[config.mk]
export PLATFORM = sky130hd
export DESIGN_NAME = mips_lite_top
export DESIGN_NICKNAME = d
export VERILOG_FILES = /design/src/hdl/mips_lite_pkg.sv /design/src/hdl/control_unit.sv /design/src/hdl/register_bank.sv /design/src/hdl/decode_stage.sv /design/src/hdl/execute_stage.sv /design/src/hdl/writeback_stage.sv /design/src/hdl/mips_lite_top.sv
export SDC_FILE = /design/constraint.sdc
export NUM_CORES = 2
export LEC_CHECK = 0
export ABC_CLOCK_PERIOD_IN_PS = 5400
export BUFFER_PORTS_ARGS = -buffer_cell sky130_fd_sc_hd__buf_2
export CORE_ASPECT_RATIO = 2
export CORE_MARGIN = 1.5
export CORE_UTILIZATION = 57
export CTS_CLUSTER_SIZE = 10
export DETAILED_ROUTE_END_ITERATION = 8
export PLACE_DENSITY_LB_ADDON = 0.2
export SLEW_MARGIN = 20
export SYNTH_ARGS = -nofsm -noshare
export SYNTH_HDL_FRONTEND = slang
export SYNTH_SLANG_ARGS = --single-unit
export TNS_END_PERCENT = 30
[constraint.sdc]
create_clock -name i_clk -period 5.4 [get_ports i_clk]
set_input_delay 0.54 -clock i_clk [delete_from_list [all_inputs] [get_ports i_clk]]
set_output_delay 0.54 -clock i_clk [all_outputs]
set_load 0.03 [all_outputs]
[src/hdl/mips_lite_pkg.sv]
// mips lite shared definitions
package mips_lite_pkg;

	//////////////////////////////////////////////////
	// field and data widths
	//////////////////////////////////////////////////
	typedef logic [31:0] word_t;
	typedef logic [4:0]  reg_addr_t;
	typedef logic [15:0] imm_t;
	typedef logic [5:0]  opcode_t;
	typedef logic [5:0]  funct_t;
	typedef logic [4:0]  shamt_t;

	// architectural register count
	localparam int REG_COUNT = 32;

	// primary opcodes
	localparam opcode_t OP_RTYPE = 6'h00;
	localparam opcode_t OP_ADDI  = 6'h08;
	localparam opcode_t OP_SLTI  = 6'h0A;
	localparam opcode_t OP_ANDI  = 6'h0C;
	localparam opcode_t OP_ORI   = 6'h0D;
	localparam opcode_t OP_XORI  = 6'h0E;
	localparam opcode_t OP_LUI   = 6'h0F;

	// r-type function codes
	localparam funct_t FN_SLL = 6'h00;
	localparam funct_t FN_SRL = 6'h02;
	localparam funct_t FN_ADD = 6'h20;
	localparam funct_t FN_SUB = 6'h22;
	localparam funct_t FN_AND = 6'h24;
	localparam funct_t FN_OR  = 6'h25;
	localparam funct_t FN_XOR = 6'h26;
	localparam funct_t FN_SLT = 6'h2A;

	// alu operations
	typedef enum logic [3:0] {
		ALU_ADD,
		ALU_SUB,
		ALU_AND,
		ALU_OR,
		ALU_XOR,
		ALU_SLT,
		ALU_SLL,
		ALU_SRL,
		ALU_LUI
	} alu_op_e;

	//////////////////////////////////////////////////
	// stage structs
	//////////////////////////////////////////////////
	// decoded control bits, 8 bits
	typedef struct packed {
		logic    reg_dst;
		logic    alu_src;
		logic    zero_ext;
		logic    reg_write;
		alu_op_e alu_op;
	} ctrl_t;

	// decode register contents, 125 bits
	typedef struct packed {
		logic      valid;
		ctrl_t     ctrl;
		reg_addr_t rs_addr;
		reg_addr_t rt_addr;
		reg_addr_t dest;
		word_t     rs_val;
		word_t     rt_val;
		word_t     imm_ext;
		shamt_t    shamt;
	} dec_out_t;

	// execute and writeback register contents, 39 bits
	typedef struct packed {
		logic      valid;
		logic      reg_write;
		reg_addr_t dest;
		word_t     result;
	} exe_out_t;

endpackage

[src/hdl/control_unit.sv]
// mips lite control decoder
`timescale 1ns/10ps
module control_unit (
	input  mips_lite_pkg::opcode_t i_opcode,
	input  mips_lite_pkg::funct_t  i_funct,
	output mips_lite_pkg::ctrl_t   o_ctrl
);

	always_comb
	begin
		// defaults describe a no-op that writes nothing
		o_ctrl.reg_dst   = 1'b0;
		o_ctrl.alu_src   = 1'b0;
		o_ctrl.zero_ext  = 1'b0;
		o_ctrl.reg_write = 1'b0;
		o_ctrl.alu_op    = mips_lite_pkg::ALU_ADD;
		case (i_opcode)
			mips_lite_pkg::OP_RTYPE:
			begin
				// rd is the destination, second operand from rt
				o_ctrl.reg_dst   = 1'b1;
				o_ctrl.reg_write = 1'b1;
				case (i_funct)
					mips_lite_pkg::FN_ADD: o_ctrl.alu_op = mips_lite_pkg::ALU_ADD;
					mips_lite_pkg::FN_SUB: o_ctrl.alu_op = mips_lite_pkg::ALU_SUB;
					mips_lite_pkg::FN_AND: o_ctrl.alu_op = mips_lite_pkg::ALU_AND;
					mips_lite_pkg::FN_OR:  o_ctrl.alu_op = mips_lite_pkg::ALU_OR;
					mips_lite_pkg::FN_XOR: o_ctrl.alu_op = mips_lite_pkg::ALU_XOR;
					mips_lite_pkg::FN_SLT: o_ctrl.alu_op = mips_lite_pkg::ALU_SLT;
					mips_lite_pkg::FN_SLL: o_ctrl.alu_op = mips_lite_pkg::ALU_SLL;
					mips_lite_pkg::FN_SRL: o_ctrl.alu_op = mips_lite_pkg::ALU_SRL;
					// unknown function code retires silently
					default:               o_ctrl.reg_write = 1'b0;
				endcase
			end
			// arithmetic immediates keep the sign
			mips_lite_pkg::OP_ADDI:
			begin
				o_ctrl.alu_src   = 1'b1;
				o_ctrl.reg_write = 1'b1;
				o_ctrl.alu_op    = mips_lite_pkg::ALU_ADD;
			end
			mips_lite_pkg::OP_SLTI:
			begin
				o_ctrl.alu_src   = 1'b1;
				o_ctrl.reg_write = 1'b1;
				o_ctrl.alu_op    = mips_lite_pkg::ALU_SLT;
			end
			// logic immediates and lui are zero extended
			mips_lite_pkg::OP_ANDI, mips_lite_pkg::OP_ORI,
			mips_lite_pkg::OP_XORI, mips_lite_pkg::OP_LUI:
			begin
				o_ctrl.alu_src   = 1'b1;
				o_ctrl.zero_ext  = 1'b1;
				o_ctrl.reg_write = 1'b1;
				case (i_opcode)
					mips_lite_pkg::OP_ANDI: o_ctrl.alu_op = mips_lite_pkg::ALU_AND;
					mips_lite_pkg::OP_ORI:  o_ctrl.alu_op = mips_lite_pkg::ALU_OR;
					mips_lite_pkg::OP_XORI: o_ctrl.alu_op = mips_lite_pkg::ALU_XOR;
					default:                o_ctrl.alu_op = mips_lite_pkg::ALU_LUI;
				endcase
			end
			default:
			begin
				// unsupported opcode, keep the no-op defaults
				o_ctrl.reg_write = 1'b0;
			end
		endcase
	end

endmodule

[src/hdl/register_bank.sv]
// mips lite register file
`timescale 1ns/10ps
module register_bank (
	input  logic                     i_clk,
	input  mips_lite_pkg::reg_addr_t i_rd_addr_a,
	input  mips_lite_pkg::reg_addr_t i_rd_addr_b,
	input  logic                     i_we,
	input  mips_lite_pkg::reg_addr_t i_wr_addr,
	input  mips_lite_pkg::word_t     i_wr_data,
	output mips_lite_pkg::word_t     o_rd_data_a,
	output mips_lite_pkg::word_t     o_rd_data_b
);

	// r1..r31 only, r0 is hardwired
	mips_lite_pkg::word_t regs_q [1:mips_lite_pkg::REG_COUNT-1];

	// one read port with write-first bypass
	function automatic mips_lite_pkg::word_t read_port(
		input mips_lite_pkg::reg_addr_t addr
	);
		mips_lite_pkg::word_t data;
		if (addr == '0)
			data = '0;
		else if (i_we && (addr == i_wr_addr))
			data = i_wr_data;
		else
			data = regs_q[addr];
		return data;
	endfunction

	always_ff @(posedge i_clk)
	begin
		// writes to r0 are dropped
		if (i_we && (i_wr_addr != '0))
			regs_q[i_wr_addr] <= i_wr_data;
	end

	// pending write is visible to decode in the same cycle
	assign o_rd_data_a = read_port(i_rd_addr_a);
	assign o_rd_data_b = read_port(i_rd_addr_b);

endmodule

[src/hdl/decode_stage.sv]
// mips lite decode stage
`timescale 1ns/10ps
module decode_stage (
	input  logic                    i_clk,
	input  logic                    i_rst_n,
	input  logic                    i_instr_valid,
	input  mips_lite_pkg::word_t    i_instr,
	input  mips_lite_pkg::exe_out_t i_wb,
	output mips_lite_pkg::dec_out_t o_dec
);

	//////////////////////////////////////////////////
	// instruction fields
	//////////////////////////////////////////////////
	mips_lite_pkg::opcode_t   opcode;
	mips_lite_pkg::funct_t    funct;
	mips_lite_pkg::reg_addr_t rs_addr;
	mips_lite_pkg::reg_addr_t rt_addr;
	mips_lite_pkg::reg_addr_t rd_addr;
	mips_lite_pkg::shamt_t    shamt;
	mips_lite_pkg::imm_t      imm;

	// derived values
	mips_lite_pkg::ctrl_t     ctrl;
	mips_lite_pkg::reg_addr_t dest;
	mips_lite_pkg::word_t     imm_ext;
	mips_lite_pkg::word_t     rs_val;
	mips_lite_pkg::word_t     rt_val;

	// control part of the decode register
	logic                     valid_q;
	mips_lite_pkg::ctrl_t     ctrl_q;
	// payload part
	mips_lite_pkg::reg_addr_t rs_addr_q;
	mips_lite_pkg::reg_addr_t rt_addr_q;
	mips_lite_pkg::reg_addr_t dest_q;
	mips_lite_pkg::word_t     rs_val_q;
	mips_lite_pkg::word_t     rt_val_q;
	mips_lite_pkg::word_t     imm_ext_q;
	mips_lite_pkg::shamt_t    shamt_q;

	// field split
	assign opcode  = i_instr[31:26];
	assign rs_addr = i_instr[25:21];
	assign rt_addr = i_instr[20:16];
	assign rd_addr = i_instr[15:11];
	assign shamt   = i_instr[10:6];
	assign funct   = i_instr[5:0];
	assign imm     = i_instr[15:0];

	// r-type writes rd, i-type writes rt
	assign dest    = ctrl.reg_dst ? rd_addr : rt_addr;
	// immediate extension as control asks
	assign imm_ext = ctrl.zero_ext ? {16'h0000, imm} : {{16{imm[15]}}, imm};

	control_unit u_control (
		.i_opcode (opcode),
		.i_funct  (funct),
		.o_ctrl   (ctrl)
	);

	// write port driven from the writeback register
	register_bank u_register_bank (
		.i_clk       (i_clk),
		.i_rd_addr_a (rs_addr),
		.i_rd_addr_b (rt_addr),
		.i_we        (i_wb.valid & i_wb.reg_write),
		.i_wr_addr   (i_wb.dest),
		.i_wr_data   (i_wb.result),
		.o_rd_data_a (rs_val),
		.o_rd_data_b (rt_val)
	);

	//////////////////////////////////////////////////
	// decode register
	//////////////////////////////////////////////////
	always_ff @(posedge i_clk or negedge i_rst_n)
	begin
		if (!i_rst_n)
		begin
			valid_q <= 1'b0;
			ctrl_q  <= '0;
		end
		else
		begin
			valid_q <= i_instr_valid;
			ctrl_q  <= ctrl;
		end
	end

	// operands and addresses, qualified by valid downstream
	always_ff @(posedge i_clk)
	begin
		rs_addr_q <= rs_addr;
		rt_addr_q <= rt_addr;
		dest_q    <= dest;
		rs_val_q  <= rs_val;
		rt_val_q  <= rt_val;
		imm_ext_q <= imm_ext;
		shamt_q   <= shamt;
	end

	assign o_dec = '{valid: valid_q, ctrl: ctrl_q, rs_addr: rs_addr_q, rt_addr: rt_addr_q,
		dest: dest_q, rs_val: rs_val_q, rt_val: rt_val_q, imm_ext: imm_ext_q, shamt: shamt_q};

endmodule

[src/hdl/execute_stage.sv]
// mips lite execute stage
`timescale 1ns/10ps
module execute_stage (
	input  logic                    i_clk,
	input  logic                    i_rst_n,
	input  mips_lite_pkg::dec_out_t i_dec,
	input  mips_lite_pkg::exe_out_t i_wb,
	output mips_lite_pkg::exe_out_t o_exe
);

	// forwarded operands
	mips_lite_pkg::word_t     rs_fwd;
	mips_lite_pkg::word_t     rt_fwd;
	mips_lite_pkg::word_t     op_b;
	mips_lite_pkg::word_t     alu_result;

	// execute register
	logic                     valid_q;
	logic                     reg_write_q;
	mips_lite_pkg::reg_addr_t dest_q;
	mips_lite_pkg::word_t     result_q;

	// a producer hits when valid, writing and same non-zero dest
	function automatic mips_lite_pkg::word_t forward(
		input mips_lite_pkg::reg_addr_t addr,
		input mips_lite_pkg::word_t     dec_val,
		input mips_lite_pkg::exe_out_t  exe,
		input mips_lite_pkg::exe_out_t  wb
	);
		mips_lite_pkg::word_t val;
		// youngest result wins
		if (exe.valid && exe.reg_write && (exe.dest != '0) && (exe.dest == addr))
			val = exe.result;
		else if (wb.valid && wb.reg_write && (wb.dest != '0) && (wb.dest == addr))
			val = wb.result;
		else
			val = dec_val;
		return val;
	endfunction

	assign rs_fwd = forward(i_dec.rs_addr, i_dec.rs_val, o_exe, i_wb);
	assign rt_fwd = forward(i_dec.rt_addr, i_dec.rt_val, o_exe, i_wb);
	// immediate replaces rt for i-type
	assign op_b   = i_dec.ctrl.alu_src ? i_dec.imm_ext : rt_fwd;

	//////////////////////////////////////////////////
	// alu
	//////////////////////////////////////////////////
	always_comb
	begin
		case (i_dec.ctrl.alu_op)
			mips_lite_pkg::ALU_ADD: alu_result = rs_fwd + op_b;
			mips_lite_pkg::ALU_SUB: alu_result = rs_fwd - op_b;
			mips_lite_pkg::ALU_AND: alu_result = rs_fwd & op_b;
			mips_lite_pkg::ALU_OR:  alu_result = rs_fwd | op_b;
			mips_lite_pkg::ALU_XOR: alu_result = rs_fwd ^ op_b;
			// signed compare for slt and slti
			mips_lite_pkg::ALU_SLT: alu_result = {31'd0, $signed(rs_fwd) < $signed(op_b)};
			// shifts take rt by shamt
			mips_lite_pkg::ALU_SLL: alu_result = rt_fwd << i_dec.shamt;
			mips_lite_pkg::ALU_SRL: alu_result = rt_fwd >> i_dec.shamt;
			// immediate into the upper half
			mips_lite_pkg::ALU_LUI: alu_result = {op_b[15:0], 16'h0000};
			default:                alu_result = '0;
		endcase
	end

	always_ff @(posedge i_clk or negedge i_rst_n)
	begin
		if (!i_rst_n)
		begin
			valid_q     <= 1'b0;
			reg_write_q <= 1'b0;
		end
		else
		begin
			valid_q     <= i_dec.valid;
			reg_write_q <= i_dec.valid & i_dec.ctrl.reg_write;
		end
	end

	always_ff @(posedge i_clk)
	begin
		dest_q   <= i_dec.dest;
		result_q <= alu_result;
	end

	assign o_exe = '{valid: valid_q, reg_write: reg_write_q, dest: dest_q, result: result_q};

endmodule

[src/hdl/writeback_stage.sv]
// mips lite writeback stage
`timescale 1ns/10ps
module writeback_stage (
	input  logic                    i_clk,
	input  logic                    i_rst_n,
	input  mips_lite_pkg::exe_out_t i_exe,
	output mips_lite_pkg::exe_out_t o_wb,
	output mips_lite_pkg::word_t    o_retired_count
);

	logic                     valid_q;
	logic                     we_q;
	mips_lite_pkg::reg_addr_t dest_q;
	mips_lite_pkg::word_t     data_q;
	mips_lite_pkg::word_t     count_q;

	always_ff @(posedge i_clk or negedge i_rst_n)
	begin
		if (!i_rst_n)
		begin
			valid_q <= 1'b0;
			we_q    <= 1'b0;
			count_q <= '0;
		end
		else
		begin
			valid_q <= i_exe.valid;
			// r0 destination never writes
			we_q    <= i_exe.valid & i_exe.reg_write & (i_exe.dest != '0);
			// one step per retirement leaving this register
			if (valid_q)
				count_q <= count_q + 32'd1;
		end
	end

	always_ff @(posedge i_clk)
	begin
		dest_q <= i_exe.dest;
		data_q <= i_exe.result;
	end

	assign o_wb            = '{valid: valid_q, reg_write: we_q, dest: dest_q, result: data_q};
	assign o_retired_count = count_q;

endmodule

[src/hdl/mips_lite_top.sv]
// mips lite core top
`timescale 1ns/10ps
module mips_lite_top (
	input  logic                     i_clk,
	input  logic                     i_rst_n,
	input  logic                     i_instr_valid,
	input  mips_lite_pkg::word_t     i_instr,
	output logic                     o_wb_valid,
	output logic                     o_wb_we,
	output mips_lite_pkg::reg_addr_t o_wb_addr,
	output mips_lite_pkg::word_t     o_wb_data,
	output mips_lite_pkg::word_t     o_retired_count
);

	//////////////////////////////////////////////////
	// stage to stage buses
	//////////////////////////////////////////////////
	mips_lite_pkg::dec_out_t dec;
	mips_lite_pkg::exe_out_t exe;
	// writeback copy, fed back to decode and execute
	mips_lite_pkg::exe_out_t wb;

	decode_stage u_decode (
		.i_clk         (i_clk),
		.i_rst_n       (i_rst_n),
		.i_instr_valid (i_instr_valid),
		.i_instr       (i_instr),
		.i_wb          (wb),
		.o_dec         (dec)
	);

	execute_stage u_execute (
		.i_clk   (i_clk),
		.i_rst_n (i_rst_n),
		.i_dec   (dec),
		.i_wb    (wb),
		.o_exe   (exe)
	);

	writeback_stage u_writeback (
		.i_clk           (i_clk),
		.i_rst_n         (i_rst_n),
		.i_exe           (exe),
		.o_wb            (wb),
		.o_retired_count (o_retired_count)
	);

	// retired result onto the top ports
	assign o_wb_valid = wb.valid;
	assign o_wb_we    = wb.reg_write;
	assign o_wb_addr  = wb.dest;
	assign o_wb_data  = wb.result;

endmodule

==> metrics.txt <==
worst slew pin tran 1.280 ns; Worst Setup Slack, final about 0.057 ns; Int Pwr around 18000 uW; crit-path max FO 16; CP startpoint kind flop; global-route wire length before repair 326.9 mm; worst path cell trace or4_4, o211ai_4, buf_4, nor4_2, nand3_2, buf_4, buf_4, nand2_1, o21a_1, ha_1, buf_4, inv_1, nor4_1, a311oi_1, a21bo_2, a221o_1, buf_4, nor4_1, nor4_1, a22o_1, o2111ai_1; sequential share of power between 40 and 50%; via count roughly 44000; Mapped Area 0.06203 mm2; Syn. warnings 0; Synth cell types 86; share of cells above drive strength 1 28.89%; final setup vio count 0; Worst path max stage delay about 0.96 ns; VDD IR-drop max 384.7 uV; deepest level of the CTS H-tree 4; worst path bufs/invs 6; area share of the largest cell type after synthesis approximately half; CORE AREA between 0.1 and 0.15 mm2; Die Y ~470 um; drt initial violations roughly 4700; CTS buffer count 140; sequential element share of the synthesized area a little under three fifths; Crit path top cell by count buf_4; # DRC 0; Seq cells post-synth 1205; top_reg_cell synth edfxtp_1; Async SR Flop Fraction around 3.6%; gpl congestion roughly 1.0; CP required about 6.1 ns; Filler cells 7732; clock tree from TritonCTS yes; die area between 0.1 and 0.15 mm2; Tcrit/Tclk final approximately 99%; initial antenna violation count 13; Avg Cell Area, Syn 14.65 um2; Root Driver clkbuf_16; sw power between 8000 and 9000 uW; mean number of vias per cell 7.289; Setup CP Type flop to flop; PwrDens between 300 and 400 mW/mm2; maximum root-to-sink buffer count 3; row cnt 171; Total GRT Usage 42.44%; RSZ-0062 raised after global routing true; Post-Syn Instances approximately 4200; crit path DAT approximately 6 ns; Clock transition at path regs about 0.06 ns; Slew headroom between 10 and 15%; commonest non-fill, non-tap cell in the layout edfxtp_1; Slew Limit Fails 0; Tmin final 5.343 ns; DP HPWL between 150 and 200 mm; Synth area leaders edfxtp_1 (48%), mux4_2 (19%), dfxtp_1 (5.5%); CTS Sinks between 1000 and 1500; Die X 236.3 um; status finished clean; Yosys top cell by area edfxtp_1; Clock Latency Late Sink 0.77 ns; number of synthesized flops with an enable pin 992; wire length per cell between 30 and 40 um; clock network power share roughly a third; Fin. Hold Viols 0; Synth-to-Final Area Change 14.24%; Crit. End Element flop; commonest cells after routing, fill and taps aside edfxtp_1 (992), mux4_2 (517), buf_4 (353), mux2i_1 (302), nor2_1 (235); global route total overflow 0; largest net degree at the start of global routing about 130; Sw Ratio between 30% and 40%; fin nets about 4700; Place WS -0.1846 ns; synthesized net count about 4400; initial core utilization a little under three fifths; Layout Skew around 0.032 ns; FF-to-FF setup slack roughly 0.057 ns; Leak 0.02513 uW; Ports 106; Antenna Nets Post-Route 0; total routed wirelength 231.3 mm; delay-heaviest family, CP simple AND/OR/NAND/NOR gates; class of the worst hold path primary input to flop; Fmax achieved roughly 0.19 GHz; number of global-route vias before repair roughly 45000; Final TNS setup 0 ns; # port buffers between 100 and 150; logic gate share of total power 22.5%; max cap viols 0; DRT Pass-1 Iters 6; Critical-path top delay cell nor4_1
## per-stage QoR
step / util (%) / power [uW] / std cells / instance area, um2 / hold WS (ns)
finish: 65.46 / 26340 / 5994 / 70870 / 0.03921
global route: 65.45 / 26990 / 5991 / 70860 / 0.02732
CTS: 65.15 / 26140 / 5972 / 70530 / 0.001214
detailed placement: 61.29 / 17570 / 5760 / 66350 / 0.3121
global placement: 61.23 / 17530 / 5757 / 66290 / 0.3114
floorplan: - / 14940 / 4235 / 62030 / 0.2444
## worst min-delay path, stage by stage
cell and delay, ns:
buf_2 0.13, nand2_1 0.06, nor3_1 0.04
## synthesized netlist by cell type (all sizes together), types with 6 or more instances
cell type and count:
a21o 16, or4 7, inv 104, o21bai 11, mux2 52, nor2 271
nand2b 17, o22ai 20, o211ai 18, dfxtp 170, and3 11, a211oi 53
o311ai 6, dfrtp 43, a32oi 6, xnor2 55, nor4 46, o21ai 144
nor2b 34, nand2 177, a221oi 53, nand3b 8, or3 14, buf 102
o31ai 13, ha 97, o221ai 42, a22oi 13, a21oi 218, nand4 19
nor3 70, mux4 517, mux2i 310, nand3 71, o2111ai 8, xor2 20
a221o 11, edfxtp 992, o21a 45, clkbuf 226, o32ai 8, a31oi 44
## final cells by class
type | instances | area, um2 | area share, %
inverter | 104 | 390.4 | 0.5509
tap | 1384 | 1732 | 2.444
antenna | 6 | 15.01 | 0.02119
clock inverter | 17 | 252.7 | 0.3566
clock buffer | 176 | 3712 | 5.238
sequential | 1205 | 34270 | 48.36
timing repair buffer | 504 | 3918 | 5.528
multi-input combinational | 2598 | 26570 | 37.50
## routing by layer
| layer | up-vias | wire (um) | track usage, % |
|---|---|---|---|
| met5 | - | 80 | 0 |
| met4 | 10 | 24790 | 36.11 |
| met3 | 1007 | 20370 | 10.81 |
| met2 | 2863 | 115500 | 70.92 |
| met1 | 22150 | 70500 | 44.70 |
| li1 | 17660 | - | - |
## power by group through the flow
stage	logic, uW	registers [uW]	clock network (uW)
final	5910	11800	8650
after global routing	6160	11800	9040
after CTS	5670	11800	8710
after detailed placement	5640	11900	0
after global placement	5580	11900	0
after floorplan	2340	12600	0
## final timing paths
kind	startpoint	to	cells past startpoint
setup / recovery	u_execute.dest_q[0]	u_execute.result_q[28]	21
hold / removal	i_instr[27]	u_decode.o_dec[119]	3
setup reg to reg	u_execute.dest_q[0]	u_execute.result_q[28]	21
hold reg to reg	u_decode.dest_q[2]	u_execute.dest_q[2]	0
max in group asynchronous	i_rst_n	u_execute.reg_write_q	3
min in group asynchronous	i_rst_n	u_decode.o_dec[122]	3
## cell families after synthesis
kind of cell	after synthesis	synth area share (%)
compound gates	775	8.405
xor+xnor	75	1.071
fa+ha+maj	99	2.021
buf+inv	432	2.731
flops	1205	55.24
mux	879	24.75
simple gates	770	5.783
## registers in the layout, indices dropped and copies added, names as in the netlist, 4 cells and up
| name | count |
|---|---|
| u_decode.u_register_bank.regs_q | 992 |
| u_decode.rs_val_q | 32 |
| u_decode.rt_val_q | 32 |
| u_execute.result_q | 32 |
| u_writeback.data_q | 32 |
| u_writeback.o_retired_count | 32 |
| u_decode.imm_ext_q | 13 |
| u_decode.o_dec | 6 |
| u_decode.dest_q | 5 |
| u_decode.rs_addr_q | 5 |
| u_decode.rt_addr_q | 5 |
| u_execute.dest_q | 5 |
| u_writeback.dest_q | 5 |
| u_decode.shamt_q | 4 |
## timing repair
item / in CTS / in global routing
gates cloned: 0 / 1
setup buffers: 0 / 10
resized for setup: 3 / 32
hold endpoints to repair: 60 / 0
setup endpoints to repair: 4 / 16
pin swaps: 0 / 8
hold buffers: 19 / 0
Power figures use the tool's default switching activity.
